==> src/pkt_filter_pkg.sv <==
// shared constants, address union and frame-kind helpers for the rx frame filter; import where needed
`default_nettype none

package pkt_filter_pkg;

    localparam int FILTER_CFG_W = 14;
    localparam int DISCARD_W    = 9;

    // bit positions follow enum ieee80211_filter_flags, bits 0, 2 and 3 reserved
    localparam int FIF_ALLMULTI_BIT            = 1;
    localparam int FIF_BCN_PRBRESP_PROMISC_BIT = 4;
    localparam int FIF_CONTROL_BIT             = 5;
    localparam int FIF_OTHER_BSS_BIT           = 6;
    localparam int FIF_PSPOLL_BIT              = 7;
    localparam int FIF_PROBE_REQ_BIT           = 8;
    localparam int UNICAST_FOR_US_BIT          = 9;
    localparam int BROADCAST_ALL_ONE_BIT       = 10;
    localparam int BROADCAST_ALL_ZERO_BIT      = 11;
    localparam int MY_BEACON_BIT               = 12;
    localparam int MONITOR_ALL_BIT             = 13;

    // header bytes needed before each address is complete
    localparam logic [15:0] MIN_LEN_ADDR1 = 16'd14;
    localparam logic [15:0] MIN_LEN_ADDR2 = 16'd20;
    localparam logic [15:0] MIN_LEN_ADDR3 = 16'd26;

    localparam logic [23:0] MCAST_IPV4_PREFIX = 24'h5E0001; // 01:00:5e, first byte in [7:0]
    localparam logic [15:0] MCAST_IPV6_PREFIX = 16'h3333;
    localparam logic [47:0] BCAST_ONES        = 48'hFFFF_FFFF_FFFF;
    localparam logic [47:0] BCAST_ZEROS       = 48'h0000_0000_0000;

    // header tracker states
    localparam logic [2:0] ST_IDLE     = 3'd0;
    localparam logic [2:0] ST_WAIT_A1  = 3'd1;
    localparam logic [2:0] ST_WAIT_A2  = 3'd2;
    localparam logic [2:0] ST_WAIT_A3  = 3'd3;
    localparam logic [2:0] ST_DONE     = 3'd4;
    localparam logic [2:0] ST_ABNORMAL = 3'd5;

    typedef union packed {
        logic [47:0] word;
        struct packed {
            logic [23:0] hi;
            logic [23:0] lo; // first three bytes on air
        } half;
    } mac_addr_u;

    typedef enum logic [3:0] {
        FK_BEACON, FK_PROBE_REQ, FK_PROBE_RESP, FK_CTRL_WRAPPER, FK_BAR, FK_BA, FK_PSPOLL,
        FK_RTS, FK_ACK, FK_CFEND, FK_CFEND_ACK, FK_CTRL_OTHER, FK_OTHER
    } frame_kind_e;

    function automatic frame_kind_e decode_frame_kind(input logic [1:0] ftype,
                                                      input logic [3:0] fsub);
        frame_kind_e kind;
        kind = FK_OTHER;
        if (ftype == 2'd0)          // management
        begin
            case (fsub)
                4'd4:    kind = FK_PROBE_REQ;
                4'd5:    kind = FK_PROBE_RESP;
                4'd8:    kind = FK_BEACON;
                default: kind = FK_OTHER;
            endcase
        end
        else if (ftype == 2'd1)     // control
        begin
            case (fsub)
                4'd7:    kind = FK_CTRL_WRAPPER;
                4'd8:    kind = FK_BAR;
                4'd9:    kind = FK_BA;
                4'd10:   kind = FK_PSPOLL;
                4'd11:   kind = FK_RTS;
                4'd13:   kind = FK_ACK;
                4'd14:   kind = FK_CFEND;
                4'd15:   kind = FK_CFEND_ACK;
                default: kind = FK_CTRL_OTHER;
            endcase
        end
        return kind;
    endfunction

    function automatic logic is_ctrl_kind(input frame_kind_e kind);
        return kind inside {FK_CTRL_WRAPPER, FK_BAR, FK_BA, FK_PSPOLL, FK_RTS, FK_ACK,
                            FK_CFEND, FK_CFEND_ACK, FK_CTRL_OTHER};
    endfunction

endpackage

`default_nettype wire

==> src/hdr_tracker.sv <==
// follows the rx header strobes, checks lengths and captures bssid, addr1 and frame kind
`timescale 1ns/1ns
`default_nettype none

module hdr_tracker
    import pkt_filter_pkg::*;
(
    input  wire              clk,
    input  wire              rstn,
    input  wire [15:0]       max_len_th,
    input  wire              sig_valid,
    input  wire [15:0]       signal_len,
    input  wire              ht_unsupport,
    input  wire [1:0]        fc_type,
    input  wire [3:0]        fc_subtype,
    input  wire [1:0]        fc_tofrom_ds,
    input  wire              addr1_valid,
    input  wire mac_addr_u   addr1,
    input  wire              addr2_valid,
    input  wire mac_addr_u   addr2,
    input  wire              addr3_valid,
    input  wire mac_addr_u   addr3,
    output logic             hdr_done,
    output logic             hdr_abnormal,
    output frame_kind_e      hdr_kind,
    output mac_addr_u        hdr_addr1,
    output mac_addr_u        bssid,
    output logic             bssid_valid
);

    logic [2:0]  state;
    logic [15:0] frame_len;     // signal_len is only valid with sig_valid
    logic        frame_start;
    logic        len_bad;
    logic        bssid_load;
    mac_addr_u   bssid_next;
    logic        a1_last;
    logic        a2_last;

    assign frame_start = sig_valid && !ht_unsupport;
    assign len_bad     = (signal_len < MIN_LEN_ADDR1) || (signal_len > max_len_th);

    // short control frames end after addr1 or addr2
    assign a1_last = (hdr_kind == FK_CTRL_WRAPPER) || (hdr_kind == FK_ACK);
    assign a2_last = hdr_kind inside {FK_RTS, FK_PSPOLL, FK_CFEND, FK_CFEND_ACK, FK_BAR, FK_BA};

    // bssid slot depends on to/from-DS
    always_comb
    begin
        bssid_load = 1'b0;
        bssid_next = addr3;
        case (state)
            ST_WAIT_A1:
            begin
                bssid_load = addr1_valid && (fc_tofrom_ds == 2'b10);
                bssid_next = addr1;
            end
            ST_WAIT_A2:
            begin
                bssid_load = addr2_valid && (fc_tofrom_ds == 2'b01);
                bssid_next = addr2;
            end
            ST_WAIT_A3:
            begin
                bssid_load = addr3_valid && (fc_tofrom_ds == 2'b00);
            end
            default:
            begin
                bssid_load = 1'b0;
            end
        endcase
    end

    always_ff @(posedge clk)
    begin
        if (!rstn)
        begin
            state       <= ST_IDLE;
            bssid_valid <= 1'b0;
        end
        else
        begin
            if (bssid_load)
                bssid_valid <= 1'b1; // sticky across frames
            case (state)
                ST_IDLE:
                begin
                    if (frame_start)
                        state <= len_bad ? ST_ABNORMAL : ST_WAIT_A1;
                end
                ST_WAIT_A1:
                begin
                    if (addr1_valid)
                    begin
                        if (a1_last)
                            state <= ST_DONE;
                        else if (frame_len >= MIN_LEN_ADDR2)
                            state <= ST_WAIT_A2;
                        else
                            state <= ST_ABNORMAL;
                    end
                end
                ST_WAIT_A2:
                begin
                    if (addr2_valid)
                    begin
                        if (a2_last)
                            state <= ST_DONE;
                        else if (frame_len >= MIN_LEN_ADDR3)
                            state <= ST_WAIT_A3;
                        else
                            state <= ST_ABNORMAL;
                    end
                end
                ST_WAIT_A3:
                begin
                    if (addr3_valid)
                        state <= ST_DONE;
                end
                default:
                begin
                    state <= ST_IDLE; // done and abnormal last one cycle
                end
            endcase
        end
    end

    always_ff @(posedge clk)
    begin
        if ((state == ST_IDLE) && frame_start)
        begin
            frame_len <= signal_len;
            hdr_kind  <= decode_frame_kind(fc_type, fc_subtype);
        end
        if ((state == ST_WAIT_A1) && addr1_valid)
            hdr_addr1 <= addr1;
        if (bssid_load)
            bssid <= bssid_next;
    end

    assign hdr_done     = (state == ST_DONE) || (state == ST_ABNORMAL);
    assign hdr_abnormal = (state == ST_ABNORMAL);

endmodule

`default_nettype wire

==> src/rule_eval.sv <==
// evaluates the filter flags on a finished header and holds the dma block verdict
`timescale 1ns/1ns
`default_nettype none

module rule_eval
    import pkt_filter_pkg::*;
(
    input  wire                    clk,
    input  wire                    rstn,
    input  wire [FILTER_CFG_W-1:0] filter_cfg,
    input  wire [DISCARD_W-1:0]    discard_mask,
    input  wire mac_addr_u         self_mac_addr,
    input  wire mac_addr_u         self_bssid,
    input  wire                    hdr_done,
    input  wire                    hdr_abnormal,
    input  wire frame_kind_e       hdr_kind,
    input  wire mac_addr_u         hdr_addr1,
    input  wire mac_addr_u         bssid,
    input  wire                    bssid_valid,
    output logic                   verdict_valid,
    output logic                   block
);

    logic                    is_mcast;
    logic                    to_self;
    logic                    bcn_or_presp;
    logic                    ctrl_no_pspoll;
    logic                    other_bss;
    logic                    my_bss;
    logic [FILTER_CFG_W-1:0] cond;       // per-flag frame condition
    logic [DISCARD_W-1:0]    disc_cond;
    logic [FILTER_CFG_W-1:0] allow_d;
    logic [DISCARD_W-1:0]    discard_d;
    logic [FILTER_CFG_W-1:0] allow_q;
    logic [DISCARD_W-1:0]    discard_q;

    assign is_mcast       = (hdr_addr1.half.lo == MCAST_IPV4_PREFIX) ||
                            (hdr_addr1.half.lo[15:0] == MCAST_IPV6_PREFIX);
    assign to_self        = (hdr_addr1.word == self_mac_addr.word);
    assign bcn_or_presp   = (hdr_kind == FK_BEACON) || (hdr_kind == FK_PROBE_RESP);
    assign ctrl_no_pspoll = is_ctrl_kind(hdr_kind) && (hdr_kind != FK_PSPOLL);
    assign other_bss      = bssid_valid && (bssid.word != self_bssid.word);
    assign my_bss         = bssid_valid && (bssid.word == self_bssid.word);

    always_comb
    begin
        cond = '0;
        cond[FIF_ALLMULTI_BIT]            = is_mcast;
        cond[FIF_BCN_PRBRESP_PROMISC_BIT] = bcn_or_presp;
        cond[FIF_CONTROL_BIT]             = to_self && ctrl_no_pspoll;
        cond[FIF_OTHER_BSS_BIT]           = other_bss;
        cond[FIF_PSPOLL_BIT]              = (hdr_kind == FK_PSPOLL);
        cond[FIF_PROBE_REQ_BIT]           = (hdr_kind == FK_PROBE_REQ);
        cond[UNICAST_FOR_US_BIT]          = to_self;
        cond[BROADCAST_ALL_ONE_BIT]       = (hdr_addr1.word == BCAST_ONES);
        cond[BROADCAST_ALL_ZERO_BIT]      = (hdr_addr1.word == BCAST_ZEROS);
        cond[MY_BEACON_BIT]               = my_bss && (hdr_kind == FK_BEACON);
        cond[MONITOR_ALL_BIT]             = 1'b1;

        // discard side is looser for control and stricter for beacons
        disc_cond = cond[DISCARD_W-1:0];
        disc_cond[FIF_BCN_PRBRESP_PROMISC_BIT] = bcn_or_presp && other_bss;
        disc_cond[FIF_CONTROL_BIT]             = ctrl_no_pspoll;

        if (hdr_abnormal)
        begin
            allow_d   = '0;
            discard_d = '1;
        end
        else
        begin
            allow_d   = filter_cfg & cond;
            discard_d = ~filter_cfg[DISCARD_W-1:0] & disc_cond;
        end
    end

    always_ff @(posedge clk)
    begin
        if (!rstn)
        begin
            verdict_valid <= 1'b0;
            allow_q       <= '0;
            discard_q     <= '0;
        end
        else
        begin
            verdict_valid <= hdr_done;
            if (hdr_done)
            begin
                allow_q   <= allow_d;
                discard_q <= discard_d;
            end
        end
    end

    // monitor-all overrides everything, otherwise need an allow and no masked discard
    assign block = !filter_cfg[MONITOR_ALL_BIT] &&
                   (!(|allow_q) || (|(discard_q & discard_mask)));

endmodule

`default_nettype wire

==> src/pkt_filter_top.sv <==
// rx frame filter top level, header tracker feeding the rule evaluator
`timescale 1ns/1ns
`default_nettype none

module pkt_filter_top
    import pkt_filter_pkg::*;
(
    input  wire                    clk,
    input  wire                    rstn,
    input  wire [FILTER_CFG_W-1:0] filter_cfg,
    input  wire [DISCARD_W-1:0]    discard_mask,
    input  wire [15:0]             max_len_th,
    input  wire mac_addr_u         self_mac_addr,
    input  wire mac_addr_u         self_bssid,
    input  wire                    sig_valid,
    input  wire [15:0]             signal_len,
    input  wire                    ht_unsupport,
    input  wire [1:0]              fc_type,
    input  wire [3:0]              fc_subtype,
    input  wire [1:0]              fc_tofrom_ds,
    input  wire                    addr1_valid,
    input  wire mac_addr_u         addr1,
    input  wire                    addr2_valid,
    input  wire mac_addr_u         addr2,
    input  wire                    addr3_valid,
    input  wire mac_addr_u         addr3,
    output logic                   verdict_valid,
    output logic                   block
);

    logic        hdr_done;
    logic        hdr_abnormal;
    frame_kind_e hdr_kind;
    mac_addr_u   hdr_addr1;
    mac_addr_u   bssid;
    logic        bssid_valid;

    hdr_tracker u_hdr_tracker (
        .clk          (clk),
        .rstn         (rstn),
        .max_len_th   (max_len_th),
        .sig_valid    (sig_valid),
        .signal_len   (signal_len),
        .ht_unsupport (ht_unsupport),
        .fc_type      (fc_type),
        .fc_subtype   (fc_subtype),
        .fc_tofrom_ds (fc_tofrom_ds),
        .addr1_valid  (addr1_valid),
        .addr1        (addr1),
        .addr2_valid  (addr2_valid),
        .addr2        (addr2),
        .addr3_valid  (addr3_valid),
        .addr3        (addr3),
        .hdr_done     (hdr_done),
        .hdr_abnormal (hdr_abnormal),
        .hdr_kind     (hdr_kind),
        .hdr_addr1    (hdr_addr1),
        .bssid        (bssid),
        .bssid_valid  (bssid_valid)
    );

    rule_eval u_rule_eval (
        .clk           (clk),
        .rstn          (rstn),
        .filter_cfg    (filter_cfg),
        .discard_mask  (discard_mask),
        .self_mac_addr (self_mac_addr),
        .self_bssid    (self_bssid),
        .hdr_done      (hdr_done),
        .hdr_abnormal  (hdr_abnormal),
        .hdr_kind      (hdr_kind),
        .hdr_addr1     (hdr_addr1),
        .bssid         (bssid),
        .bssid_valid   (bssid_valid),
        .verdict_valid (verdict_valid),
        .block         (block)
    );

endmodule

`default_nettype wire

==> config.mk <==
export PLATFORM = sky130hd
export DESIGN_NAME = pkt_filter_top
export DESIGN_NICKNAME = d
export VERILOG_FILES = /design/src/pkt_filter_pkg.sv /design/src/hdr_tracker.sv /design/src/rule_eval.sv /design/src/pkt_filter_top.sv
export SDC_FILE = /design/constraint.sdc
export NUM_CORES = 1
export LEC_CHECK = 0
export CORE_MARGIN = 5
export CORE_UTILIZATION = 40
export DETAILED_ROUTE_END_ITERATION = 16
export DONT_BUFFER_PORTS = 1
export SETUP_SLACK_MARGIN = 0.02
export SLEW_MARGIN = 20
export SYNTH_ARGS = -nofsm -noshare
export SYNTH_HDL_FRONTEND = slang
export SYNTH_HIERARCHICAL = 1
export SYNTH_SLANG_ARGS = --single-unit
==> constraint.sdc <==
create_clock -name clk -period 8.6 [get_ports clk]
set_clock_uncertainty 0.1 [all_clocks]
set_input_delay 0 -clock clk [delete_from_list [all_inputs] [get_ports clk]]
set_output_delay 0 -clock clk [all_outputs]
set_load 0.02 [all_outputs]
==> out/qor.csv, run 1 <==
metric;value;unit
status;stopped before the end;
haltStage;clock tree synthesis;
firstError;[ERROR RSZ-0060] Max buffer count reached.;
numCtsBuffers;17;
start_util;0.409;
io_buffers;0;
rows;49;
ctsHoldBuffers;188;
cts_resized;0;
yosysUniqueCellTypes;53;
hpwl;19800;microns
ys_ff_latch;138;
cts.sinks;138;
post_cts_buffers;0;
syn_area_per_cell;10.8;sq um
netlist_instances;687;
ys_async_sr_fraction;0;
yosysTopAreaCell;edfxtp_1;
synth_top_area_share;0.466;
die_x;146;microns
io_pins;312;
place_area;7680;sq um
synth-edff-count;115;
synthTopCellsByArea;edfxtp_1 47%, xor2_1 11%, dfxtp_1 6.2%, nand2_1 5.8%, a22oi_1 5.4%;
cts_root_buffer;clkbuf_16;
ys_top_cells_by_count;115 x edfxtp_1, 115 x nand2_1, 96 x xor2_1, 53 x a22oi_1, 41 x nor4_1;
ys.flop_type;edfxtp_1;
syn_area;7400;sq um
clockBufferDepth;2;
cts_max_level;4;
place_congestion;0.878;
ys_warn_count;6;
syn-num-nets;1017;
die_y;146;microns
yosysSeqAreaShare;0.529;
## kinds of logic after synthesis
family,synth area share
AND/OR/NAND/NOR,0.180
XOR/XNOR,0.115
buffers and inverters,0.0252
AO/OA/AOI/OAI,0.116
flip-flops,0.529
multiplexers,0.00135
adder cells (fa/ha/maj),0.0338
## metrics by stage
stage	hold slack (ns)	utilization	cells	worst slack, ns
3_3_place_gp	-0.0162	0.425	902	6.09
2_1_floorplan	-0.0231	-	687	2.84
3_5_place_dp	-0.0165	0.425	902	6.02
==> inputs of run 2 (changes only) <==
CORE_UTILIZATION = 25   (was 40)
PLACE_DENSITY_LB_ADDON = 0.15   (was unset)
SETUP_SLACK_MARGIN = unset   (was 0.02)
==> run 2 against run 1 <==
  * Area after synthesis unchanged
  * Synthesized cell count did not move
  * The flow now finishes without violations
==> out/qor.csv, run 2 <==
metric;value;unit;change
die_y;182;microns;+25%
p_comb_frac;0.318;;
drive_above_1_share;0.0559;;
yosysSeqAreaShare;0.529;;unchanged
largestRegisters;u_hdr_tracker/bssid: 48 flops, u_hdr_tracker/hdr_addr1: 48 flops, u_hdr_tracker/frame_len: 15 flops;;
place.detailed.instances;1063;;+18%
wire_per_inst;23.2;microns;
numCtsBuffers;17;;unchanged
post_cts_buffers;0;;unchanged
worstPathArrival;3.66;ns;
yosysUniqueCellTypes;53;;unchanged
ys_ff_latch;138;;unchanged
yosysTopAreaCell;edfxtp_1;;
rows;63;;+29%
min_period;3.60;ns;
vias;6418;;
critical_path.max_fanout;48;;
fin_tns_setup;0;ns;
power.share.clock;0.299;;
cp_cell_sequence;inv_2 > nor3_4 > buf_4 > nor2_4 > buf_4 > nand2_1 > nand2_1 > dlygate4sd3_1;;
tightest_slew;1.04;ns;
clockBufferDepth;2;;unchanged
p_switching;0.841;mW;
grt_max_degree;51;;
cts_root_buffer;clkbuf_16;;
drtPass1Iterations;5;;
drt_iter0_drc;383;;
critPathRequiredTime;8.66;ns;
p_per_area;244;nW/um^2;
layout_commonest_cell;dlygate4sd3_1;;
cp-start-kind;register;;
clk_pin_slew;0.07;ns;
syn-num-nets;1017;;unchanged
mostFrequentLayoutCells;189 x dlygate4sd3_1, 115 x nand2_1, 115 x edfxtp_1;;
cts.sinks;138;;unchanged
finish.instance_area;10400;sq um;
finalNonFillerCells;1290;;
die_x;182;microns;+25%
post_drt_via_cell_ratio;4.98;;
ys_async_sr_fraction;0;;unchanged
ant_nets;0;;
slew_headroom;0.305;;
synth_top_area_share;0.466;;unchanged
end_kind;register;;
status;complete, no violations;;
io_buffers;0;;unchanged
p_seq_frac;0.383;;
syn_area_per_cell;10.8;sq um;unchanged
hold_viol_final;0;;
p_leak;3.82;nW;
ctsHoldBuffers;189;;+0.53%
grt_overflow;0;;
ys_top_cells_by_count;115 x edfxtp_1, 115 x nand2_1, 96 x xor2_1, 53 x a22oi_1, 41 x nor4_1;;
first_global_vias;6654;;
clk_latency;0.43;ns;
syn_area;7400;sq um;unchanged
place_ws;5.56;ns;-0.463 ns
rsz0062_at_grt;false;;
fill_cells;2935;;
synth-edff-count;115;;unchanged
netlist_instances;687;;unchanged
antenna_found_initial;8;;
period_share;0.419;;
maxCapViolCount;0;;
core_region_area;29400;sq um;
nets;1211;;
place_area;7890;sq um;+2.6%
ir_worst_vdd;109;uV;
area_growth;40.3;%;
grt_use_total;0.174;;
floorplan.die_area;33200;sq um;
hp-class;primary input to register;;
fmax;278;MHz;
multi_input_area;3330;sq um;
critPathSlowestCell;nor3_4;;
io_pins;312;;unchanged
critical_path.max_stage_delay;0.80;ns;
cts_max_level;4;;unchanged
slew_violations;0;;
register_area;3910;sq um;
place_congestion;0.871;;-0.79%
cts_tree;done;;
hpwl;22600;microns;+14%
switching_share;0.332;;
internal_power;1.69;mW;
criticalPathCategory;register to register;;
setup_viol_count_final;0;;
cts_resized;0;;unchanged
start_util;0.252;;-0.158
fin_util;0.353;;
drt-total-wl;29900;microns;
drc_errors;0;;
grt_pass1_wl;42800;microns;
ys.flop_type;edfxtp_1;;
synthTopCellsByArea;edfxtp_1 47%, xor2_1 11%, dfxtp_1 6.2%, nand2_1 5.8%, a22oi_1 5.4%;;
worst_slack;5.00;ns;
ys_warn_count;6;;unchanged
[run 2: stage by stage]
step | hold slack (ns) | power (mW)
after floorplan | -0.0231 | 1.36
after global placement | -0.0147 | 1.52
after detailed placement | -0.0132 | 1.54
after CTS | 0.0281 | 2.56
after global routing | 0.0660 | 2.69
final | 0.0571 | 2.53
[run 2: cell type report]
class,count,area share
multi-input combinational,502,0.320
sequential,138,0.377
inverter,25,0.00903
timing repair buffer,197,0.188
clock buffer,17,0.0409
tap,390,0.0470
clock inverter,15,0.0165
antenna,6,0.00145
[run 2: path summary, 6_finish.rpt]
path / endpoint / slack (ns) / startpoint / depth (start not counted)
max: u_hdr_tracker/bssid[38] / 5.00 / u_hdr_tracker/state[1] / 8
min: u_rule_eval/discard_q[4] / 0.06 / self_bssid[21] / 5
max reg2reg: u_hdr_tracker/bssid[38] / 5.00 / u_hdr_tracker/state[1] / 8
min reg2reg: u_rule_eval/allow_q[6] / 0.38 / u_rule_eval/allow_q[6] / 2
[run 2: routing by layer]
layer | vias up | part of all wire | track usage
li1 | 2985 | - | -
met1 | 3134 | 0.43 | 0.223
met2 | 261 | 0.48 | 0.286
met3 | 32 | 0.074 | 0.0528
met4 | 6 | 0.018 | 0.0480
met5 | - | 0.0011 | 0
[run 2: logic make-up (layout without fill, tap and decap cells)]
kind of cell    count (synthesis)  after routing  synth area share
simple gates                  262            262             0.180
flops                         138            138             0.529
compound gates                122            122             0.116
xor+xnor                       97             97             0.115
buf+inv                        47            254            0.0252
fa+ha+maj                      20             20            0.0338
mux                             1              1           0.00135
other cells                     0              6                 0
[run 2: power groups by stage]
stage	clock network (mW)	logic [mW]	registers [mW]
finish	0.759	0.806	0.969
global route	0.817	0.889	0.980
CTS	0.784	0.802	0.969
detailed placement	0	0.557	0.984
global placement	0	0.540	0.981
floorplan	0	0.414	0.945
[run 2: worst max-delay path: cells and delay by family (launching register included)]
| family | cells | cell delay [ns] |
|---|---|---|
| buffers and inverters | 4 | 1.50 |
| and+or+nand+nor | 4 | 1.04 |
| DFF | 1 | 0.62 |
(Power assumes the default switching activity.)
